$ cat config.mk
export PLATFORM = sky130hd
export DESIGN_NAME = cpu_top
export DESIGN_NICKNAME = d
export VERILOG_FILES = /design/src/hw/isa_pkg.sv /design/src/hw/ucode_pkg.sv /design/src/hw/prefetch.sv /design/src/hw/decoder.sv /design/src/hw/microcode.sv /design/src/hw/datapath.sv /design/src/hw/cpu_top.sv
export SDC_FILE = /design/constraint.sdc
export NUM_CORES = 1
export LEC_CHECK = 0
export BUFFER_PORTS_ARGS = -buffer_cell sky130_fd_sc_hd__buf_2
export CAP_MARGIN = 25
export CORE_MARGIN = 4
export CORE_UTILIZATION = 30
export CTS_CLUSTER_DIAMETER = 200
export DETAILED_ROUTE_END_ITERATION = 12
export PLACE_DENSITY = 0.56
export SLEW_MARGIN = 10
export SYNTH_ARGS = -nofsm -noshare
export SYNTH_HDL_FRONTEND = slang
export SYNTH_SLANG_ARGS = --single-unit
$ cat constraint.sdc
create_clock -name clk -period 9.65 [get_ports clk]
set_input_delay 0 -clock clk [delete_from_list [all_inputs] [get_ports clk]]
set_output_delay 0 -clock clk [all_outputs]
set_load 0.02 [all_outputs]
$ cat src/hw/isa_pkg.sv
// instruction set of the 8-bit core; opcodes 8 to 15 are undefined and trap to the fault routine
`default_nettype none

package isa_pkg;

    // instruction word and datapath sizes
    localparam int word_width    = 16;
    localparam int reg_sel_width = 2;
    localparam int data_width    = 8;
    localparam int pc_width      = 8;
    localparam int opcode_width  = 4;

    // field positions inside the instruction word
    localparam int opcode_lsb = 12;
    localparam int rd_lsb     = 10;
    localparam int rs_lsb     = 8;
    localparam int imm_lsb    = 0;

    // codes at or above this value are undefined
    localparam int num_opcodes = 8;

    typedef enum logic [opcode_width-1:0] {
        op_nop  = 4'd0,
        op_ldi  = 4'd1,
        op_add  = 4'd2,
        op_sub  = 4'd3,
        op_xor  = 4'd4,
        op_out  = 4'd5,
        // rd is decremented, branch to imm while non-zero
        op_djnz = 4'd6,
        op_hlt  = 4'd7
    } opcode_t;

    localparam logic [data_width-1:0] bad_opcode_value = 8'hEE;

endpackage

`default_nettype wire

$ cat src/hw/ucode_pkg.sv
// microinstruction format and fixed ROM addresses; opcodes dispatch to the address equal to their code
`default_nettype none

package ucode_pkg;

    localparam int rom_entries      = 32;
    localparam int ucode_addr_width = $clog2(rom_entries);

    // instruction queue in the prefetch stage
    localparam int queue_depth       = 4;
    localparam int queue_ptr_width   = $clog2(queue_depth);
    localparam int queue_count_width = queue_ptr_width + 1;

    typedef logic [ucode_addr_width-1:0] ucode_addr_t;

    typedef enum logic [1:0] {
        jump_uncond   = 2'd0,
        jump_dispatch = 2'd1,
        jump_zero     = 2'd2,
        jump_stay     = 2'd3
    } jump_t;

    typedef enum logic [2:0] {
        alu_none     = 3'd0,
        alu_pass_imm = 3'd1,
        alu_add      = 3'd2,
        alu_sub      = 3'd3,
        alu_xor      = 3'd4,
        alu_dec      = 3'd5,
        alu_fault    = 3'd6
    } alu_op_t;

    typedef struct packed {
        ucode_addr_t next;
        jump_t       jump;
        alu_op_t     alu;
        logic        rd_wr;
        logic        out_wr;
        logic        load_ip;
        logic        next_instruction;
    } uinstr_t;

    // entries above the opcode range
    localparam ucode_addr_t fetch_wait_address = 5'd16;
    localparam ucode_addr_t djnz_step_address  = 5'd17;
    localparam ucode_addr_t redirect_address   = 5'd18;
    localparam ucode_addr_t bad_opcode_address = 5'd19;
    localparam ucode_addr_t halt_address       = 5'd20;
    localparam ucode_addr_t reset_address      = 5'd21;

endpackage

`default_nettype wire

$ cat src/hw/prefetch.sv
// Wishbone classic read-only fetch master, one read in flight; a redirect waits for the open ack
`timescale 1ns/1ps
`default_nettype none

module prefetch
    import isa_pkg::*, ucode_pkg::*;
(
    input  logic                  clk,
    input  logic                  reset,
    output logic                  wb_cyc,
    output logic                  wb_stb,
    output logic [pc_width-1:0]   wb_adr,
    input  logic [word_width-1:0] wb_dat_i,
    input  logic                  wb_ack,
    output logic [word_width-1:0] q_word,
    output logic                  q_valid,
    input  logic                  q_take,
    input  logic                  redirect,
    input  logic [pc_width-1:0]   redirect_pc
);

    logic [word_width-1:0]        queue [queue_depth];
    logic [queue_ptr_width-1:0]   rd_ptr;
    logic [queue_ptr_width-1:0]   wr_ptr;
    logic [queue_count_width-1:0] count;
    logic [queue_count_width-1:0] count_next;
    logic [pc_width-1:0]          fetch_pc;
    logic [pc_width-1:0]          start_pc;
    logic                         drop;
    logic                         push;
    logic                         busy_next;
    logic                         start;

    assign wb_stb  = wb_cyc;
    assign q_valid = count != '0;
    assign q_word  = queue[rd_ptr];

    always_comb begin
        // data of a read issued before a redirect is thrown away
        push       = wb_cyc && wb_ack && !drop && !redirect;
        count_next = redirect ? '0 :
                     count + queue_count_width'(push) - queue_count_width'(q_take);
        // a classic cycle stays open until its ack
        busy_next  = wb_cyc && !wb_ack;
        start      = !busy_next && (count_next < queue_count_width'(queue_depth));
        start_pc   = redirect ? redirect_pc : fetch_pc;
    end

    always_ff @(posedge clk or posedge reset) begin
        if (reset) begin
            wb_cyc   <= 1'b0;
            wb_adr   <= '0;
            fetch_pc <= '0;
            rd_ptr   <= '0;
            wr_ptr   <= '0;
            count    <= '0;
            drop     <= 1'b0;
        end else begin
            count <= count_next;
            if (redirect) begin
                rd_ptr <= '0;
                wr_ptr <= '0;
            end else begin
                if (push)
                    wr_ptr <= wr_ptr + 1'b1;
                if (q_take)
                    rd_ptr <= rd_ptr + 1'b1;
            end

            if (redirect)
                drop <= busy_next;
            else if (wb_ack)
                drop <= 1'b0;

            if (start) begin
                wb_cyc   <= 1'b1;
                wb_adr   <= start_pc;
                fetch_pc <= start_pc + 1'b1;
            end else begin
                if (!busy_next)
                    wb_cyc <= 1'b0;
                // remember the target until the stale cycle completes
                if (redirect)
                    fetch_pc <= redirect_pc;
            end
        end
    end

    // queue storage
    always_ff @(posedge clk) begin
        if (push)
            queue[wr_ptr] <= wb_dat_i;
    end

endmodule

`default_nettype wire

$ cat src/hw/decoder.sv
// single instruction register; codes outside opcode_t are flagged invalid, not decoded
`timescale 1ns/1ps
`default_nettype none

module decoder
    import isa_pkg::*;
(
    input  logic                     clk,
    input  logic                     reset,
    input  logic [word_width-1:0]    q_word,
    input  logic                     q_valid,
    output logic                     q_take,
    input  logic                     consume,
    input  logic                     redirect,
    output logic                     ir_valid,
    output opcode_t                  ir_opcode,
    output logic [reg_sel_width-1:0] ir_rd,
    output logic [reg_sel_width-1:0] ir_rs,
    output logic [data_width-1:0]    ir_imm,
    output logic                     ir_invalid
);

    logic [word_width-1:0]   ir_word;
    logic [opcode_width-1:0] code;

    // load when empty or when the sequencer frees the register this cycle
    assign q_take = q_valid && (!ir_valid || consume) && !redirect;

    always_ff @(posedge clk or posedge reset) begin
        if (reset)
            ir_valid <= 1'b0;
        else if (redirect)
            ir_valid <= 1'b0;
        else if (q_take)
            ir_valid <= 1'b1;
        else if (consume)
            ir_valid <= 1'b0;
    end

    always_ff @(posedge clk) begin
        if (q_take)
            ir_word <= q_word;
    end

    assign code       = ir_word[opcode_lsb +: opcode_width];
    assign ir_opcode  = opcode_t'(code);
    assign ir_invalid = code >= opcode_width'(num_opcodes);
    assign ir_rd      = ir_word[rd_lsb +: reg_sel_width];
    assign ir_rs      = ir_word[rs_lsb +: reg_sel_width];
    assign ir_imm     = ir_word[imm_lsb +: data_width];

endmodule

`default_nettype wire

$ cat src/hw/microcode.sv
// microcode sequencer with a 32-entry constant ROM; only stall is waiting at fetch_wait_address
`timescale 1ns/1ps
`default_nettype none

module microcode
    import isa_pkg::*, ucode_pkg::*;
(
    input  logic                     clk,
    input  logic                     reset,
    input  logic                     ir_valid,
    input  opcode_t                  ir_opcode,
    input  logic                     ir_invalid,
    input  logic [reg_sel_width-1:0] ir_rd,
    input  logic [reg_sel_width-1:0] ir_rs,
    input  logic [data_width-1:0]    ir_imm,
    output logic                     consume,
    input  logic                     zf,
    output alu_op_t                  alu_op,
    output logic                     rd_wr,
    output logic                     out_wr,
    output logic [reg_sel_width-1:0] op_rd,
    output logic [reg_sel_width-1:0] op_rs,
    output logic [data_width-1:0]    op_imm,
    output logic                     redirect,
    output logic [pc_width-1:0]      redirect_pc,
    output logic                     halted
);

    ucode_addr_t addr;
    ucode_addr_t next_addr;
    uinstr_t     current;
    logic        dispatch;

    function automatic uinstr_t entry(input ucode_addr_t next, input jump_t jump,
                                      input alu_op_t alu, input logic w_rd,
                                      input logic w_out, input logic ld_ip,
                                      input logic ni);
        uinstr_t u;
        u.next             = next;
        u.jump             = jump;
        u.alu              = alu;
        u.rd_wr            = w_rd;
        u.out_wr           = w_out;
        u.load_ip          = ld_ip;
        u.next_instruction = ni;
        return u;
    endfunction

    function automatic uinstr_t rom_lookup(input ucode_addr_t a);
        uinstr_t u;
        case (a)
            ucode_addr_t'(op_nop):
                u = entry(fetch_wait_address, jump_uncond, alu_none, 0, 0, 0, 1);
            ucode_addr_t'(op_ldi):
                u = entry(fetch_wait_address, jump_uncond, alu_pass_imm, 1, 0, 0, 1);
            ucode_addr_t'(op_add):
                u = entry(fetch_wait_address, jump_uncond, alu_add, 1, 0, 0, 1);
            ucode_addr_t'(op_sub):
                u = entry(fetch_wait_address, jump_uncond, alu_sub, 1, 0, 0, 1);
            ucode_addr_t'(op_xor):
                u = entry(fetch_wait_address, jump_uncond, alu_xor, 1, 0, 0, 1);
            ucode_addr_t'(op_out):
                u = entry(fetch_wait_address, jump_uncond, alu_none, 0, 1, 0, 1);
            // decrement, then test the flag in the following step
            ucode_addr_t'(op_djnz):
                u = entry(djnz_step_address, jump_uncond, alu_dec, 1, 0, 0, 0);
            ucode_addr_t'(op_hlt):
                u = entry(halt_address, jump_uncond, alu_none, 0, 0, 0, 0);
            fetch_wait_address:
                u = entry(fetch_wait_address, jump_dispatch, alu_none, 0, 0, 0, 0);
            // zero falls out of the loop, non-zero steps to the redirect entry
            djnz_step_address:
                u = entry(fetch_wait_address, jump_zero, alu_none, 0, 0, 0, 0);
            redirect_address:
                u = entry(fetch_wait_address, jump_uncond, alu_none, 0, 0, 1, 0);
            bad_opcode_address:
                u = entry(halt_address, jump_uncond, alu_fault, 0, 1, 0, 0);
            halt_address:
                u = entry(halt_address, jump_stay, alu_none, 0, 0, 0, 0);
            reset_address:
                u = entry(fetch_wait_address, jump_uncond, alu_none, 0, 0, 0, 0);
            // undefined opcodes and unused slots
            default:
                u = entry(bad_opcode_address, jump_uncond, alu_none, 0, 0, 0, 0);
        endcase
        return u;
    endfunction

    assign current  = rom_lookup(addr);
    assign dispatch = current.jump == jump_dispatch || current.next_instruction;
    assign consume  = dispatch && ir_valid;

    always_comb begin
        if (dispatch) begin
            if (!ir_valid)
                next_addr = fetch_wait_address;
            else if (ir_invalid)
                next_addr = bad_opcode_address;
            else
                next_addr = ucode_addr_t'(ir_opcode);
        end else begin
            case (current.jump)
                jump_zero: next_addr = zf ? current.next : addr + 1'b1;
                jump_stay: next_addr = addr;
                default:   next_addr = current.next;
            endcase
        end
    end

    always_ff @(posedge clk or posedge reset) begin
        if (reset) begin
            addr   <= reset_address;
            halted <= 1'b0;
        end else begin
            addr   <= next_addr;
            halted <= addr == halt_address;
        end
    end

    // fields of the instruction being executed
    always_ff @(posedge clk) begin
        if (consume) begin
            op_rd  <= ir_rd;
            op_rs  <= ir_rs;
            op_imm <= ir_imm;
        end
    end

    assign alu_op      = current.alu;
    assign rd_wr       = current.rd_wr;
    assign out_wr      = current.out_wr;
    assign redirect    = current.load_ip;
    // djnz target comes from the immediate
    assign redirect_pc = op_imm;

endmodule

`default_nettype wire

$ cat src/hw/datapath.sv
// four 8-bit registers and a combinational ALU; zf changes only on add, sub, xor and dec
`timescale 1ns/1ps
`default_nettype none

module datapath
    import isa_pkg::*, ucode_pkg::*;
(
    input  logic                     clk,
    input  logic                     reset,
    input  alu_op_t                  alu_op,
    input  logic                     rd_wr,
    input  logic                     out_wr,
    input  logic [reg_sel_width-1:0] op_rd,
    input  logic [reg_sel_width-1:0] op_rs,
    input  logic [data_width-1:0]    op_imm,
    output logic                     zf,
    output logic                     out_valid,
    output logic [data_width-1:0]    out_data
);

    logic [data_width-1:0] regs [2**reg_sel_width];
    logic [data_width-1:0] a;
    logic [data_width-1:0] b;
    logic [data_width-1:0] result;
    logic                  flag_wr;

    assign a = regs[op_rd];
    assign b = regs[op_rs];

    always_comb begin
        flag_wr = 1'b1;
        case (alu_op)
            alu_pass_imm: result = op_imm;
            alu_add:      result = a + b;
            alu_sub:      result = a - b;
            alu_xor:      result = a ^ b;
            alu_dec:      result = a - 1'b1;
            default:      result = a;
        endcase
        if (alu_op == alu_none || alu_op == alu_pass_imm || alu_op == alu_fault)
            flag_wr = 1'b0;
    end

    always_ff @(posedge clk or posedge reset) begin
        if (reset) begin
            for (int i = 0; i < 2**reg_sel_width; i++)
                regs[i] <= '0;
            zf        <= 1'b0;
            out_valid <= 1'b0;
        end else begin
            if (rd_wr)
                regs[op_rd] <= result;
            if (flag_wr)
                zf <= result == '0;
            // one-cycle strobe per out or fault
            out_valid <= out_wr;
        end
    end

    always_ff @(posedge clk) begin
        if (out_wr)
            out_data <= (alu_op == alu_fault) ? bad_opcode_value : a;
    end

endmodule

`default_nettype wire

$ cat src/hw/cpu_top.sv
// core top level; the bus is read-only, so no write enable or write data leaves the core
`timescale 1ns/1ps
`default_nettype none

module cpu_top
    import isa_pkg::*, ucode_pkg::*;
(
    input  logic                  clk,
    input  logic                  reset,
    output logic                  wb_cyc,
    output logic                  wb_stb,
    output logic [pc_width-1:0]   wb_adr,
    input  logic [word_width-1:0] wb_dat_i,
    input  logic                  wb_ack,
    output logic                  out_valid,
    output logic [data_width-1:0] out_data,
    output logic                  halted
);

    logic [word_width-1:0]    q_word;
    logic                     q_valid;
    logic                     q_take;
    logic                     redirect;
    logic [pc_width-1:0]      redirect_pc;
    logic                     consume;
    logic                     ir_valid;
    opcode_t                  ir_opcode;
    logic [reg_sel_width-1:0] ir_rd;
    logic [reg_sel_width-1:0] ir_rs;
    logic [data_width-1:0]    ir_imm;
    logic                     ir_invalid;
    alu_op_t                  alu_op;
    logic                     rd_wr;
    logic                     out_wr;
    logic [reg_sel_width-1:0] op_rd;
    logic [reg_sel_width-1:0] op_rs;
    logic [data_width-1:0]    op_imm;
    logic                     zf;

    prefetch u_prefetch (
        .clk(clk), .reset(reset),
        .wb_cyc(wb_cyc), .wb_stb(wb_stb), .wb_adr(wb_adr),
        .wb_dat_i(wb_dat_i), .wb_ack(wb_ack),
        .q_word(q_word), .q_valid(q_valid), .q_take(q_take),
        .redirect(redirect), .redirect_pc(redirect_pc)
    );

    decoder u_decoder (
        .clk(clk), .reset(reset),
        .q_word(q_word), .q_valid(q_valid), .q_take(q_take),
        .consume(consume), .redirect(redirect),
        .ir_valid(ir_valid), .ir_opcode(ir_opcode), .ir_rd(ir_rd), .ir_rs(ir_rs),
        .ir_imm(ir_imm), .ir_invalid(ir_invalid)
    );

    microcode u_microcode (
        .clk(clk), .reset(reset),
        .ir_valid(ir_valid), .ir_opcode(ir_opcode), .ir_invalid(ir_invalid),
        .ir_rd(ir_rd), .ir_rs(ir_rs), .ir_imm(ir_imm), .consume(consume),
        .zf(zf), .alu_op(alu_op), .rd_wr(rd_wr), .out_wr(out_wr),
        .op_rd(op_rd), .op_rs(op_rs), .op_imm(op_imm),
        .redirect(redirect), .redirect_pc(redirect_pc), .halted(halted)
    );

    datapath u_datapath (
        .clk(clk), .reset(reset),
        .alu_op(alu_op), .rd_wr(rd_wr), .out_wr(out_wr),
        .op_rd(op_rd), .op_rs(op_rs), .op_imm(op_imm),
        .zf(zf), .out_valid(out_valid), .out_data(out_data)
    );

endmodule

`default_nettype wire

==> reports/results.tsv <==
stage	metric	value	unit
synth	async_flop_share	39.8	%
die	chipHeight	168	um
sta	tightest_slew	0.900	ns
critical_path	crit_required	10.00	ns
critical_path	crit_fanout	20	
final_layout	ff_latch_area	4660	sq um
global_routing	track_usage	11.6	%
global_routing	grt_max_degree	67	
die	std_cell_rows	58	
pwr	p_leak	3.45	nW
drt	first_iter_violations	238	
final_layout	antenna_cells	0	
synth	ys.flop_type	edfxtp_1	
global_routing	antenna_found_initial	0	
sta	fin_worst_skew	0.0108	ns
synth	yosysMostFrequentCell	edfxtp_1	
synth	synth_edf_count	100	
synth	synthCells	552	
pwr	seq_power_share	43.9	%
pwr	switching_share	33.7	%
drt	drt_wl_total	15.6	mm
synth	yosys-top-cells-count	edfxtp_1 (100), dfrtp_1 (63), nor2_1 (50), nand2_1 (45), a21oi_1 (29)	
cts	cts.path.max_buffers	2	
sta	fin_ws	5.24	ns
global_routing	grt-ovfl-total	0	
synth	synth.yosys.warnings	0	
critical_path	crit_end	u_prefetch.fetch_pc[7]$_DFF_PP0_	
pwr	p_per_area	269	nW/um^2
cts	numCtsBuffers	17	
critical_path	timing.rr.start	u_microcode.addr[1]$_DFFE_PP0P_	
final_layout	fin_nets	654	
global_routing	grt_pass1_vias	4703	
drt	route.detailed.drc	0	
synth	seq_area_frac_synth	60.5	%
cts	insertion_delay	0.43	ns
cts	h-tree-depth	4	
final_layout	multi_input_area	2850	sq um
final_layout	drive_gt1_share	20.7	%
drt	route.antenna.remaining_nets	0	
drt	vias	4569	
cts	cts.sinks	166	
sta	fmax	227	MHz
drt	first_pass_iters	5	
critical_path	criticalPathCategory	reg2reg	
pwr	vdd_ir_drop_max	168	uV
place	dp_hpwl	10.9	mm
drt	wire_per_inst	16.4	um
place	port_buffers	38	
synth	syn_area_per_cell	14.0	sq um
cts	cts_resized	0	
sta	min_period_over_period	45.7	%
place	pre_cts_slack	5.24	ns
drt	vias_per_cell	4.80	
synth	ys_ff_latch	166	
critical_path	setup.worst_path.start	u_microcode.addr[1]$_DFFE_PP0P_	
synth	netlist_area	7700	sq um
pwr	p_int	1.61	mW
final_layout	final_core_util	35.7	%
worst_hold_path	min-delay-path-class	in2reg	
synth	yosysUniqueCellTypes	53	
die	io_pins	39	
sta	fin_crit	4.41	ns
sta	setup_viol	0	
pwr	pwr-share-comb	29.3	%
critical_path	critPathLaunchType	flip-flop	
synth	syn-num-nets	597	
die	initial_utilization	30.5	%
place	gp_congestion	0.869	
die	dieArea	28300	sq um
critical_path	arrival	4.76	ns
sta	tns	0	ns
global_routing	grt_pass1_wl	25.7	mm
status	status	completed	
critical_path	worstReg2RegEnd	u_prefetch.fetch_pc[7]$_DFF_PP0_	
pwr	clockPowerShare	26.8	%
sta	rsz0062_at_grt	no	
synth	synth_top_area_share	39.0	%
critical_path	worstSetupEndpointType	flip-flop	
critical_path	rr_worst_depth	21	
cts	clock-root-buffer	clkbuf_16	
die	fp.coreArea	25300	sq um
final_layout	area_delta_synth_final	17.0	%
cts	path_clk_slew	0.07	ns
sta	finalMaxSlewViolations	0	
synth	synthTopCellsByArea	edfxtp_1 (39%), dfrtp_1 (20%), mux4_2 (8.2%), ha_1 (3.9%), nor2_1 (2.4%)	
sta	report.final.hold_viol_count	0	
cts	cts_tree	done	
job	max_cap_violations	0	
cts	hold_buffers	18	
critical_path	r2r_slack	5.24	ns
final_layout	fill_cells	2484	
die	die_x	168	um
synth	synth_top_area_cell	edfxtp_1	
sta	slew_headroom	40.0	%
pwr	p_switching	816	uW
cts	post_cts_buffers	0	
-- worst max-delay path, cell delays in order (launching register included) --
cell	delay, ns
dfrtp_1	0.50
inv_1	0.16
ha_1	0.24
nor2_1	0.14
a21oi_1	0.09
nor2_1	0.20
inv_1	0.08
a21oi_1	0.26
nor2b_1	0.17
buf_4	0.25
ha_1	0.17
inv_1	0.04
ha_1	0.20
fa_1	0.38
xnor2_1	0.16
nor2_1	0.08
a21oi_1	0.14
buf_4	0.25
nor4b_1	0.41
nand2_1	0.14
nor2_1	0.15
xnor2_1	0.12
-- worst min path at each step --
stage / cells after the start / to / slack (ns) / from
2_1_floorplan: 1 / u_prefetch.drop$_DFFE_PP0P_ / 0.07 / wb_ack
3_3_place_gp: 2 / u_prefetch.drop$_DFFE_PP0P_ / 0.18 / wb_ack
3_5_place_dp: 2 / u_prefetch.drop$_DFFE_PP0P_ / 0.20 / wb_ack
4_1_cts: 3 / u_prefetch.drop$_DFFE_PP0P_ / 0.28 / wb_ack
5_1_grt: 3 / u_prefetch.drop$_DFFE_PP0P_ / 0.28 / wb_ack
6_report: 3 / u_prefetch.drop$_DFFE_PP0P_ / 0.29 / wb_ack
-- power groups by stage --
stage	clock, mW	sequential [mW]	combinational, mW
4_1_cts	0.668	1.07	0.721
6_report	0.648	1.06	0.710
5_1_grt	0.700	1.08	0.797
3_3_place_gp	0	1.08	0.671
2_1_floorplan	0	1.05	0.538
3_5_place_dp	0	1.08	0.715
-- placed cells by master, fill, tap and decap left out, types with 6 or more instances in the layout --
master,n
inv_1,23
o21ai_0,6
xor2_1,10
o21ai_1,13
ha_1,24
nor2_1,50
mux4_2,28
buf_2,38
a21oi_1,29
mux2i_1,14
edfxtp_1,100
dfrtp_1,63
nor3_1,7
xnor2_1,15
mux2_2,13
clkbuf_16,17
mux2_1,9
dlygate4sd3_1,18
nand2_1,45
-- per-layer routing --
metal	routed length [um]	track usage [%]
met2	7700	18.7
met4	271	3.88
met5	0	0
met1	6920	15.2
met3	719	3.17
-- kinds of logic (layout without fill, tap and decap cells) --
group	after synthesis	after routing	synth area share, %
flops	166	166	60.5
simple gates	137	137	8.15
mux	68	68	14.6
xor+xnor	25	25	2.84
other cells	1	1	0.0487
buf+inv	50	120	2.63
compound gates	79	79	6.84
fa+ha+maj	26	26	4.42
-- layout make-up --
cell class	instances	area share (%)
repair buffers	61	4.75
flip-flops and latches	166	51.7
multi-input cells	336	31.6
clock buffers	17	4.72
well taps	330	4.58
inverters	27	1.12
clock inverters	15	1.53
-- stage by stage --
| stage | hold WS, ns | area [sq um] | power (mW) | std cells |
|---|---|---|---|---|
| 2_1_floorplan | 0.0664 | 7700 | 1.59 | 552 |
| 3_3_place_gp | 0.184 | 8240 | 1.76 | 901 |
| 3_5_place_dp | 0.198 | 8270 | 1.79 | 902 |
| 4_1_cts | 0.277 | 9010 | 2.46 | 952 |
| 5_1_grt | 0.278 | 9010 | 2.58 | 952 |
| 6_report | 0.290 | 9010 | 2.42 | 952 |
-- state kept, by name (all words and copies together) (netlist names), 3 cells and up --
| register | flops |
|---|---|
| u_decoder.ir_word | 16 |
| u_prefetch.count | 3 |
| u_microcode.addr | 5 |
| u_prefetch.wb_adr | 8 |
| u_datapath.regs | 32 |
| u_microcode.op_imm | 8 |
| u_prefetch.queue | 64 |
| u_datapath.out_data | 8 |
| u_prefetch.fetch_pc | 8 |
No activity file was read; power rests on OpenSTA's default activity.
